`src/bus_pkg.sv`:
```
/*
 serial bus subsystem shared definitions
 bus widths, uart bit timing, frame timeout and the command word
 which is filled byte by byte and decoded by field
*/

package bus_pkg;

	localparam int ADDR_LEN      = 12;
	localparam int DATA_LEN      = 8;
	localparam int CLKS_PER_BIT  = 16;
	// 40 bit times of silence drops a partial frame
	localparam int FRAME_TIMEOUT = 40 * CLKS_PER_BIT;
	localparam int FRAME_BYTES   = 3;

	// counter widths
	localparam int TICK_W     = $clog2(CLKS_PER_BIT);
	localparam int TIMEOUT_W  = $clog2(FRAME_TIMEOUT + 1);
	localparam int BYTE_CNT_W = $clog2(FRAME_BYTES);
	localparam int ADDR_CNT_W = $clog2(ADDR_LEN);
	localparam int DATA_CNT_W = $clog2(DATA_LEN);
	localparam int BUS_CNT_W  = $clog2(ADDR_LEN + DATA_LEN);

	// bus master FSM encoding
	localparam logic [1:0] MST_IDLE  = 2'd0;
	localparam logic [1:0] MST_ADDR  = 2'd1;
	localparam logic [1:0] MST_WDATA = 2'd2;
	localparam logic [1:0] MST_RWAIT = 2'd3;

	// first byte received sits in the top byte
	typedef union packed {
		logic [FRAME_BYTES-1:0][DATA_LEN-1:0] bytes;
		struct packed {
			logic                write;
			logic [2:0]          reserved;
			logic [ADDR_LEN-1:0] addr;
			logic [DATA_LEN-1:0] data;
		} fields;
	} cmd_word_t;

endpackage
```
`src/bus_master.sv`:
```
/*
 serial bus master
 shifts address and write data out msb first, one wire each,
 then collects the read byte from the slave and strobes it out
*/

module bus_master (
	input  logic                          clk,
	input  logic                          reset,
	input  logic                          cmd_valid,
	input  logic                          cmd_write,
	input  logic [bus_pkg::ADDR_LEN-1:0]  cmd_addr,
	input  logic [bus_pkg::DATA_LEN-1:0]  cmd_data,
	output logic                          master_valid,
	output logic                          tx_address,
	output logic                          tx_data,
	output logic                          write_en,
	output logic                          read_en,
	input  logic                          slave_valid,
	input  logic                          rx_data,
	output logic                          rd_valid,
	output logic [bus_pkg::DATA_LEN-1:0]  rd_data
);
	import bus_pkg::*;

	logic [1:0]            state;
	logic [ADDR_CNT_W-1:0] bit_cnt;
	logic                  is_write;
	logic [ADDR_LEN-1:0]   addr_sr;
	logic [DATA_LEN-1:0]   data_sr;
	logic [DATA_LEN-1:0]   rd_sr;

	always_ff @(posedge clk) begin
		if (reset) begin
			state    <= MST_IDLE;
			bit_cnt  <= '0;
			rd_valid <= 1'b0;
		end else begin
			rd_valid <= 1'b0;
			case (state)
				MST_IDLE: begin
					// busy states simply never look at cmd_valid
					if (cmd_valid) begin
						state   <= MST_ADDR;
						bit_cnt <= '0;
					end
				end
				MST_ADDR: begin
					if (bit_cnt == ADDR_CNT_W'(ADDR_LEN - 1)) begin
						bit_cnt <= '0;
						state   <= is_write ? MST_WDATA : MST_RWAIT;
					end else begin
						bit_cnt <= bit_cnt + 1'b1;
					end
				end
				MST_WDATA: begin
					if (bit_cnt == ADDR_CNT_W'(DATA_LEN - 1)) begin
						bit_cnt <= '0;
						state   <= MST_IDLE;
					end else begin
						bit_cnt <= bit_cnt + 1'b1;
					end
				end
				default: begin
					// read wait counts bits only while the slave drives
					if (slave_valid) begin
						if (bit_cnt == ADDR_CNT_W'(DATA_LEN - 1)) begin
							bit_cnt  <= '0;
							rd_valid <= 1'b1;
							state    <= MST_IDLE;
						end else begin
							bit_cnt <= bit_cnt + 1'b1;
						end
					end
				end
			endcase
		end
	end

	// shift registers for the serial lines
	always_ff @(posedge clk) begin
		if (state == MST_IDLE && cmd_valid) begin
			addr_sr  <= cmd_addr;
			data_sr  <= cmd_data;
			is_write <= cmd_write;
		end else begin
			if (state == MST_ADDR) begin
				addr_sr <= addr_sr << 1;
			end
			if (state == MST_WDATA) begin
				data_sr <= data_sr << 1;
			end
		end
		if (state == MST_RWAIT && slave_valid) begin
			rd_sr <= {rd_sr[DATA_LEN-2:0], rx_data};
		end
	end

	assign master_valid = (state == MST_ADDR) || (state == MST_WDATA);
	assign write_en     = master_valid && is_write;
	assign read_en      = (state == MST_ADDR) && !is_write;
	assign tx_address   = addr_sr[ADDR_LEN-1];
	assign tx_data      = data_sr[DATA_LEN-1];
	assign rd_data      = rd_sr;

endmodule

```
`config.mk`:
```
export PLATFORM = sky130hd
export DESIGN_NAME = bus_master
export DESIGN_NICKNAME = d
export VERILOG_FILES = /design/src/bus_pkg.sv /design/src/bus_master.sv
export SDC_FILE = /design/constraint.sdc
export NUM_CORES = 1
export LEC_CHECK = 0
export ABC_AREA = 1
export BUFFER_PORTS_ARGS = -buffer_cell sky130_fd_sc_hd__buf_4
export CAP_MARGIN = 25
export CORE_MARGIN = 3
export CORE_UTILIZATION = 38
export CTS_CLUSTER_DIAMETER = 50
export CTS_CLUSTER_SIZE = 40
export DETAILED_ROUTE_END_ITERATION = 10
export SKIP_CTS_REPAIR_TIMING = 1
export SLEW_MARGIN = 20
export SYNTH_ARGS = -nofsm -noshare
export SYNTH_HDL_FRONTEND = slang
export SYNTH_SLANG_ARGS = --single-unit
export TNS_END_PERCENT = 100
```
`constraint.sdc`:
```
create_clock -name clk -period 1.59 [get_ports clk]
set_clock_uncertainty 0.05 [all_clocks]
set_input_delay 0.159 -clock clk [delete_from_list [all_inputs] [get_ports clk]]
set_output_delay 0.159 -clock clk [all_outputs]
set_load 0.05 [all_outputs]
```
==> flow_metrics.env, run 1 <==
export IMPL_antenna_found_initial=0
export IMPL_p_switching_w=0.00138
export IMPL_critPathCaptureType="output pin"
export IMPL_wire_per_inst_um=11.6
export IMPL_drt_total_wl_um=2990
export IMPL_status="finished, final reports clean"
export IMPL_crit_path_cell_trace="inv_1 > ha_2 > nand2_1 > inv_1 > buf_6"
export IMPL_path_max_fanout=4
export IMPL_hold_class="input port to register"
export IMPL_ys_seq_area_frac=0.636
export IMPL_placed_cells=248
export IMPL_synth_area_um2=1590
export IMPL_grt_max_degree=21
export IMPL_final_common_cell="nand2_1"
export IMPL_grt_pass1_vias=1071
export IMPL_fillers=375
export IMPL_synth_seq_cells=36
export IMPL_syn_nets=194
export IMPL_synth_distinct_cells=21
export IMPL_grt_overflow_total=0
export IMPL_place_hpwl_um=2200
export IMPL_clk_pin_slew_worst_paths_ns=0.07
export IMPL_initial_core_util=0.412
export IMPL_critical_path_buf_inv_count=3
export IMPL_critical_path_top_delay_family="flip-flops"
export IMPL_finalSetupViolations=0
export IMPL_rsz0062_at_grt="true"
export IMPL_reg2reg_from="state[0]$_SDFFE_PP0P_"
export IMPL_dieWidth_um=70.7
export IMPL_fp_coreArea_um2=3850
export IMPL_clock_path_buffers=2
export IMPL_cts_htree_levels=2
export IMPL_io_pins=40
export IMPL_power_density_nw_per_um2=1820
export IMPL_syn_mean_instance_area_um2=9.75
export IMPL_yosys_warnings=0
export IMPL_antennaDiodeCount=0
export IMPL_critical_path_max_stage_delay_ns=0.36
export IMPL_critPathLaunchType="register"
export IMPL_fin_cells=259
export IMPL_period_needed_ns=1.53
export IMPL_drc=0
export IMPL_syn_inst=163
export IMPL_drtAntennaViolNets=0
export IMPL_fin_hold_ws_ns=0.0860
export IMPL_ir_drop_uv=1040
export IMPL_worst_setup_path_type="register to output pin"
export IMPL_max_slew_margin=0.791
export IMPL_die_y_um=70.7
export IMPL_drv_slew=0
export IMPL_final_cell_mix="72 x nand2_1, 42 x buf_4, 29 x edfxtp_1"
export IMPL_cp_arrival_ns=1.32
export IMPL_swShare=0.364
export IMPL_cts_made_buffers=5
export IMPL_dieArea_um2=4990
export IMPL_fin_crit_sh=0.962
export IMPL_clk_latency_ns=0.28
export IMPL_worst_slew_pin_slew_ns=0.313
export IMPL_clock_fmax_ghz=0.654
export IMPL_hold_violations=0
export IMPL_via_per_inst=4.54
export IMPL_power_share_clock=0.202
export IMPL_comb_power_share=0.385
export IMPL_cts_tree="done"
export IMPL_gp_congestion=0.803
export IMPL_hold_start="cmd_addr[5]"
export IMPL_pwr_share_seq=0.412
export IMPL_critPathLaunch="state[0]$_SDFFE_PP0P_"
export IMPL_cts_root_buf="clkbuf_8"
export IMPL_syn2layout_area_growth_pct=30.9
export IMPL_multi_input_area_um2=497
export IMPL_ff_latch_area_um2=1010
export IMPL_cp_required_ns=1.38
export IMPL_slowest_stage="dfxtp_2"
export IMPL_cp_common_cell="inv_1"
export IMPL_dr_pass1_iters=4
export IMPL_rows=22
export IMPL_clkSinkCount=36
export IMPL_nets=241
export IMPL_drive_gt1_frac=0.299
export IMPL_port_buffers=39
export IMPL_p_int_w=0.00241
export IMPL_grt_first_pass_wirelength_um=4690
export IMPL_p_leak_nw=0.972
export IMPL_vias=1177
export IMPL_drt_iter0_drc=20
export IMPL_grt_usage=0.119
export IMPL_max_cap_viol_count=0
[sequential cells by signal (all words and copies together) (netlist names)]
register and count:
state 2, rd_valid 1, rd_data 8, addr_sr 12, bit_cnt 4, data_sr 8, is_write 1
[per-layer routing]
layer	part of all wire	vias to the layer above	GRT usage	routed length, µm
met2	0.48	40	0.193	1440
met3	0.068	6	0.0440	203
li1	-	610	-	-
met5	0	-	0	0
met4	0.012	0	0.0438	36
met1	0.44	521	0.146	1320
[power groups by stage]
stage               logic, W  registers [W]  clock network, W
finish               0.00146        0.00156          0.000765
global route         0.00164        0.00159          0.000844
CTS                  0.00145        0.00156          0.000793
detailed placement   0.00144        0.00158                 0
global placement     0.00141        0.00157                 0
floorplan            0.00101        0.00165                 0
[cell usage after synthesis]
master / count / area (µm²)
o21ai_1: 1 / 5.00
ha_1: 5 / 62.6
nor2_2: 1 / 6.26
nand3_1: 5 / 25.0
a21oi_1: 3 / 15.0
nand2_2: 4 / 25.0
nor4_1: 1 / 6.26
inv_2: 2 / 7.51
o21ai_2: 1 / 8.76
buf_2: 3 / 15.0
a21oi_2: 1 / 8.76
dfxtp_1: 7 / 140
inv_1: 13 / 48.8
clkbuf_1: 1 / 3.75
xor2_1: 1 / 8.76
or2_1: 1 / 6.26
nand4_1: 1 / 6.26
buf_6: 1 / 11.3
nand2_1: 72 / 270
edfxtp_1: 29 / 871
nor2_1: 10 / 37.5
[through the flow]
step,util,setup WS [ns],power (W),TNS (ns),area [µm²]
floorplan,-,0.0366,0.00266,0,1590
global placement,0.503,0.0953,0.00297,0,1940
detailed placement,0.503,0.0694,0.00302,0,1940
CTS,0.531,-0.0419,0.00380,-0.0419,2050
global route,0.540,-0.0101,0.00407,-0.0147,2080
finish,0.540,0.0610,0.00378,0,2080
[kinds of logic after synthesis]
logic type,count (synthesis),synth area share
AND/OR/NAND/NOR,95,0.241
adder cells (fa/ha/maj),5,0.0394
AO/OA/AOI/OAI,6,0.0236
buffers and inverters,20,0.0543
XOR/XNOR,1,0.00551
flip-flops,36,0.636
[area by class of cell]
type,count,share of cell area
Inverter,15,0.0271
Tap cell,48,0.0289
Clock inverter,2,0.0168
Timing Repair Buffer,45,0.167
Sequential cell,36,0.487
Clock buffer,6,0.0349
Multi-Input combinational cell,107,0.239
[worst reg2reg max path, cell delays in order (launching register included)]
cell and delay [ns]:
dfxtp_2 0.34, inv_1 0.09, ha_2 0.23, nand2_2 0.10, inv_2 0.06, or2_1 0.28
[final timing paths]
check,endpoint,slack (ns),depth (start not counted)
setup / recovery,write_en,0.06,5
hold / removal,addr_sr[5]$_DFFE_PP_,0.09,3
setup reg to reg,data_sr[6]$_DFFE_PP_,0.12,5
hold reg to reg,rd_data[7]$_DFFE_PP_,0.41,0
(Power assumes the default switching activity.)
==> run 2: changes to the inputs <==
SLEW_MARGIN = unset   (was 20)
clock period = 1.8 ns   (was 1.59 ns; I/O delays follow)
==> flow_metrics.env, run 2 (same netlist as run 1, synthesis figures left out) <==
export IMPL_syn2layout_area_growth_pct=27.6
export IMPL_drive_gt1_frac=0.273
export IMPL_grt_max_degree=14
export IMPL_grt_first_pass_wirelength_um=4770
export IMPL_max_slew_margin=0.776
export IMPL_cts_tree="done"
export IMPL_final_setup_tns_ns=0
export IMPL_regMostFlops="addr_sr"
export IMPL_met2_usage=0.183
export IMPL_cts_htree_levels=2
export IMPL_r2r_end="data_sr[7]$_DFFE_PP_"
export IMPL_critPathLaunchType="register"
export IMPL_grt_pass1_vias=1124
export IMPL_final_cell_mix="72 x nand2_1, 43 x buf_4, 29 x edfxtp_1"
export IMPL_fp_coreArea_um2=3850
export IMPL_cp_arrival_ns=1.44
export IMPL_largest_reg_flops=12
export IMPL_clkSinkCount=36
export IMPL_reg2reg_from="state[0]$_SDFFE_PP0P_"
export IMPL_worst_slack_ns=0.127
export IMPL_cts_root_buf="clkbuf_8"
export IMPL_rows=22
export IMPL_rsz0062_at_grt="false"
export IMPL_vias=1194
export IMPL_clock_fmax_ghz=0.598
export IMPL_nets=239
export IMPL_cts_made_buffers=5
export IMPL_clock_path_buffers=2
export IMPL_post_place_ws_ns=0.116
export IMPL_gp_congestion=0.796
export IMPL_placed_cells=249
export IMPL_grt_use_met1=0.153
export IMPL_final_common_cell="nand2_1"
export IMPL_status="finished, final reports clean"
export IMPL_grt_overflow_total=0
export IMPL_r2r_cells=5
export IMPL_worst_setup_path_type="register to output pin"
export IMPL_antennaDiodeCount=0
export IMPL_worst_slew_pin_slew_ns=0.337
export IMPL_dieArea_um2=4990
export IMPL_port_buffers=39
export IMPL_clk_latency_ns=0.28
export IMPL_drtAntennaViolNets=0
export IMPL_cp_required_ns=1.57
export IMPL_critPathLaunch="state[0]$_SDFFE_PP0P_"
export IMPL_antenna_found_initial=0
export IMPL_worstSetupEndpoint="write_en"
export IMPL_wire_per_inst_um=11.6
export IMPL_grt_busiest_layer="met2"
export IMPL_via_per_inst=4.65
export IMPL_dieWidth_um=70.7
export IMPL_dr_pass1_iters=4
export IMPL_grt_usage=0.123
export IMPL_power_density_nw_per_um2=1570
export IMPL_met3_usage=0.0455
export IMPL_hold_class="input port to register"
export IMPL_period_needed_ns=1.67
export IMPL_drt_iter0_drc=77
export IMPL_io_pins=40
export IMPL_r2r_slack_ns=0.16
export IMPL_fin_cells=257
export IMPL_place_hpwl_um=2260
export IMPL_hold_violations=0
export IMPL_initial_core_util=0.412
export IMPL_max_cap_viol_count=0
export IMPL_drv_slew=0
export IMPL_finish_utilization=0.526
export IMPL_die_y_um=70.7
export IMPL_drt_total_wl_um=2990
export IMPL_clk_pin_slew_worst_paths_ns=0.06
export IMPL_critPathCaptureType="output pin"
export IMPL_p_leak_nw=0.952
export IMPL_path_max_fanout=4
export IMPL_drc=0
export IMPL_fin_crit_sh=0.929
export IMPL_finalSetupViolations=0
export IMPL_ir_drop_uv=822
[run 2: area by class of cell]
class | count | area, µm²
repair buffers | 43 | 323
well taps | 48 | 60.1
clock inverters | 1 | 3.75
clock buffers | 7 | 76.3
multi-input cells | 107 | 497
flip-flops and latches | 36 | 1010
inverters | 15 | 56.3
fillers | 351 | 1830
[run 2: per-stage QoR]
step	hold WS [ns]	cell area [µm²]	total power, W
6_report	0.0239	2030	0.00318
5_1_grt	0.00664	2030	0.00341
4_1_cts	0.0132	2020	0.00321
3_5_place_dp	0.309	1940	0.00268
3_3_place_gp	0.310	1940	0.00263
2_1_floorplan	0.229	1590	0.00234
[run 2: worst max-delay path: stages, from the launching register on]
cell	delay (ns)
dfxtp_1	0.38
inv_1	0.08
ha_1	0.37
nand2_1	0.09
inv_1	0.06
buf_4	0.19
[run 2: worst min-delay path by stage]
stage | slack (ns) | endpoint | depth (start not counted) | from
after detailed placement | 0.31 | rd_data[0]$_DFFE_PP_ | 1 | rx_data
after global routing | 0.007 | rd_data[0]$_DFFE_PP_ | 1 | rx_data
after CTS | 0.01 | is_write$_DFFE_PP_ | 1 | cmd_write
after floorplan | 0.23 | is_write$_DFFE_PP_ | 0 | cmd_write
final | 0.02 | is_write$_DFFE_PP_ | 1 | cmd_write
after global placement | 0.31 | is_write$_DFFE_PP_ | 1 | cmd_write
[run 2: layer usage]
| metal | share of wire | vias to the layer above |
|---|---|---|
| met3 | 0.086 | 9 |
| met2 | 0.44 | 48 |
| met5 | 0 | - |
| met4 | 0.025 | 0 |
| met1 | 0.45 | 528 |
| li1 | - | 609 |
[run 2: where the power goes]
part | leakage, nW | switching, W | internal (W)
sequential | 0.336 | 0.0000923 | 0.00128
combinational | 0.576 | 0.000873 | 0.000420
clock | 0.0399 | 0.000251 | 0.000269
==> run 3: changes to the inputs <==
CORE_UTILIZATION = 56   (was 38)
PLACE_DENSITY = 0.83   (was unset)
==> flow_metrics.env, run 3 (same netlist as run 1, synthesis figures left out) <==
export IMPL_status="finished, final reports clean"
export IMPL_cp_common_cell="inv_1"
export IMPL_initial_core_util=0.614
export IMPL_antennaDiodeCount=0
export IMPL_crit_path_cell_trace="inv_1 > ha_1 > nand2_1 > inv_1 > buf_4"
export IMPL_drv_slew=0
export IMPL_ir_drop_uv=1310
export IMPL_grt_pass1_vias=1171
export IMPL_nets=239
export IMPL_fin_crit_sh=0.940
export IMPL_cts_tree="done"
export IMPL_clk_latency_ns=0.34
export IMPL_drc=0
export IMPL_period_needed_ns=1.69
export IMPL_cp_arrival_ns=1.46
export IMPL_final_common_cell="nand2_1"
export IMPL_cts_root_buf="clkbuf_4"
export IMPL_power_density_nw_per_um2=1600
export IMPL_dr_pass1_iters=4
export IMPL_p_leak_nw=0.949
export IMPL_hold_violations=0
export IMPL_grt_usage=0.199
export IMPL_final_setup_tns_ns=0
export IMPL_fp_coreArea_um2=2590
export IMPL_antenna_found_initial=0
export IMPL_grt_overflow_total=0
export IMPL_die_y_um=59.3
export IMPL_drtAntennaViolNets=0
export IMPL_max_cap_viol_count=0
export IMPL_final_cell_mix="71 x nand2_1, 41 x buf_4, 29 x edfxtp_1"
export IMPL_gp_congestion=0.795
export IMPL_drt_iter0_drc=79
export IMPL_clock_fmax_ghz=0.591
export IMPL_rows=18
export IMPL_place_hpwl_um=2260
export IMPL_critPathLaunchType="register"
export IMPL_path_max_fanout=4
export IMPL_vias=1228
export IMPL_syn2layout_area_growth_pct=26.6
export IMPL_grt_max_degree=19
export IMPL_fillers=178
export IMPL_slowest_stage="dfxtp_2"
export IMPL_clock_path_buffers=2
export IMPL_regMostFlops="addr_sr"
export IMPL_finish_utilization=0.777
export IMPL_port_buffers=39
export IMPL_power_total_w=0.00322
export IMPL_worst_slew_pin_slew_ns=0.342
export IMPL_grt_first_pass_wirelength_um=5140
export IMPL_cts_made_buffers=5
export IMPL_max_slew_margin=0.772
export IMPL_critPathCaptureType="output pin"
export IMPL_largest_reg_flops=12
export IMPL_dieWidth_um=59.3
export IMPL_cts_htree_levels=2
export IMPL_hold_class="input port to register"
export IMPL_drive_gt1_frac=0.297
export IMPL_critical_path_max_stage_delay_ns=0.38
export IMPL_io_pins=40
export IMPL_via_per_inst=5.14
export IMPL_clk_pin_slew_worst_paths_ns=0.12
export IMPL_clkSinkCount=36
export IMPL_dieArea_um2=3510
export IMPL_drt_total_wl_um=3160
export IMPL_worst_setup_path_type="register to output pin"
export IMPL_cp_required_ns=1.57
export IMPL_finalSetupViolations=0
export IMPL_wire_per_inst_um=13.2
[run 3: worst paths after layout]
path | cells after the start | slack, ns | from | endpoint
max | 5 | 0.11 | state[0]$_SDFFE_PP0P_ | write_en
min | 3 | 0.05 | cmd_addr[8] | addr_sr[8]$_DFFE_PP_
max reg2reg | 5 | 0.12 | state[0]$_SDFFE_PP0P_ | data_sr[1]$_DFFE_PP_
min reg2reg | 0 | 0.42 | rd_data[1]$_DFFE_PP_ | rd_data[2]$_DFFE_PP_
[run 3: cell type report]
class / instances / area [µm²] / share of cell area
Multi-Input combinational cell: 107 / 497 / 0.247
Clock buffer: 5 / 37.5 / 0.0187
Sequential cell: 36 / 1010 / 0.504
Inverter: 15 / 56.3 / 0.0280
Timing Repair Buffer: 43 / 328 / 0.163
Clock inverter: 3 / 42.5 / 0.0211
Tap cell: 30 / 37.5 / 0.0187
[run 3: per-stage QoR]
| step | hold WS (ns) | cell area (µm²) | setup slack (ns) | cells |
|---|---|---|---|---|
| finish | 0.0550 | 2010 | 0.107 | 239 |
| global route | 0.0426 | 2010 | -0.00555 | 239 |
| CTS | -0.0511 | 1980 | 0.0508 | 237 |
| detailed placement | 0.311 | 1900 | 0.105 | 229 |
| global placement | 0.309 | 1900 | 0.206 | 229 |
| floorplan | 0.229 | 1590 | 0.0976 | 163 |
[run 3: routing by layer]
metal / track usage / routed length, µm / vias to the layer above
li1: - / - / 609
met1: 0.242 / 1310 / 565
met2: 0.340 / 1560 / 49
met3: 0.0588 / 258 / 5
met4: 0.0583 / 30 / 0
met5: 0 / 0 / -
[run 3: worst max-delay path: cells and delay by family (launching register included)]
family,cells,cell delay (ns)
buffers and inverters,3,0.33
adders and majority gates,1,0.34
DFF,1,0.38
and+or+nand+nor,1,0.08
[run 3: where the power goes]
group,total [W],internal [W],switching [W]
Combinational,0.00127,0.000393,0.000878
Clock,0.000565,0.000290,0.000275
Sequential,0.00138,0.00128,0.000102
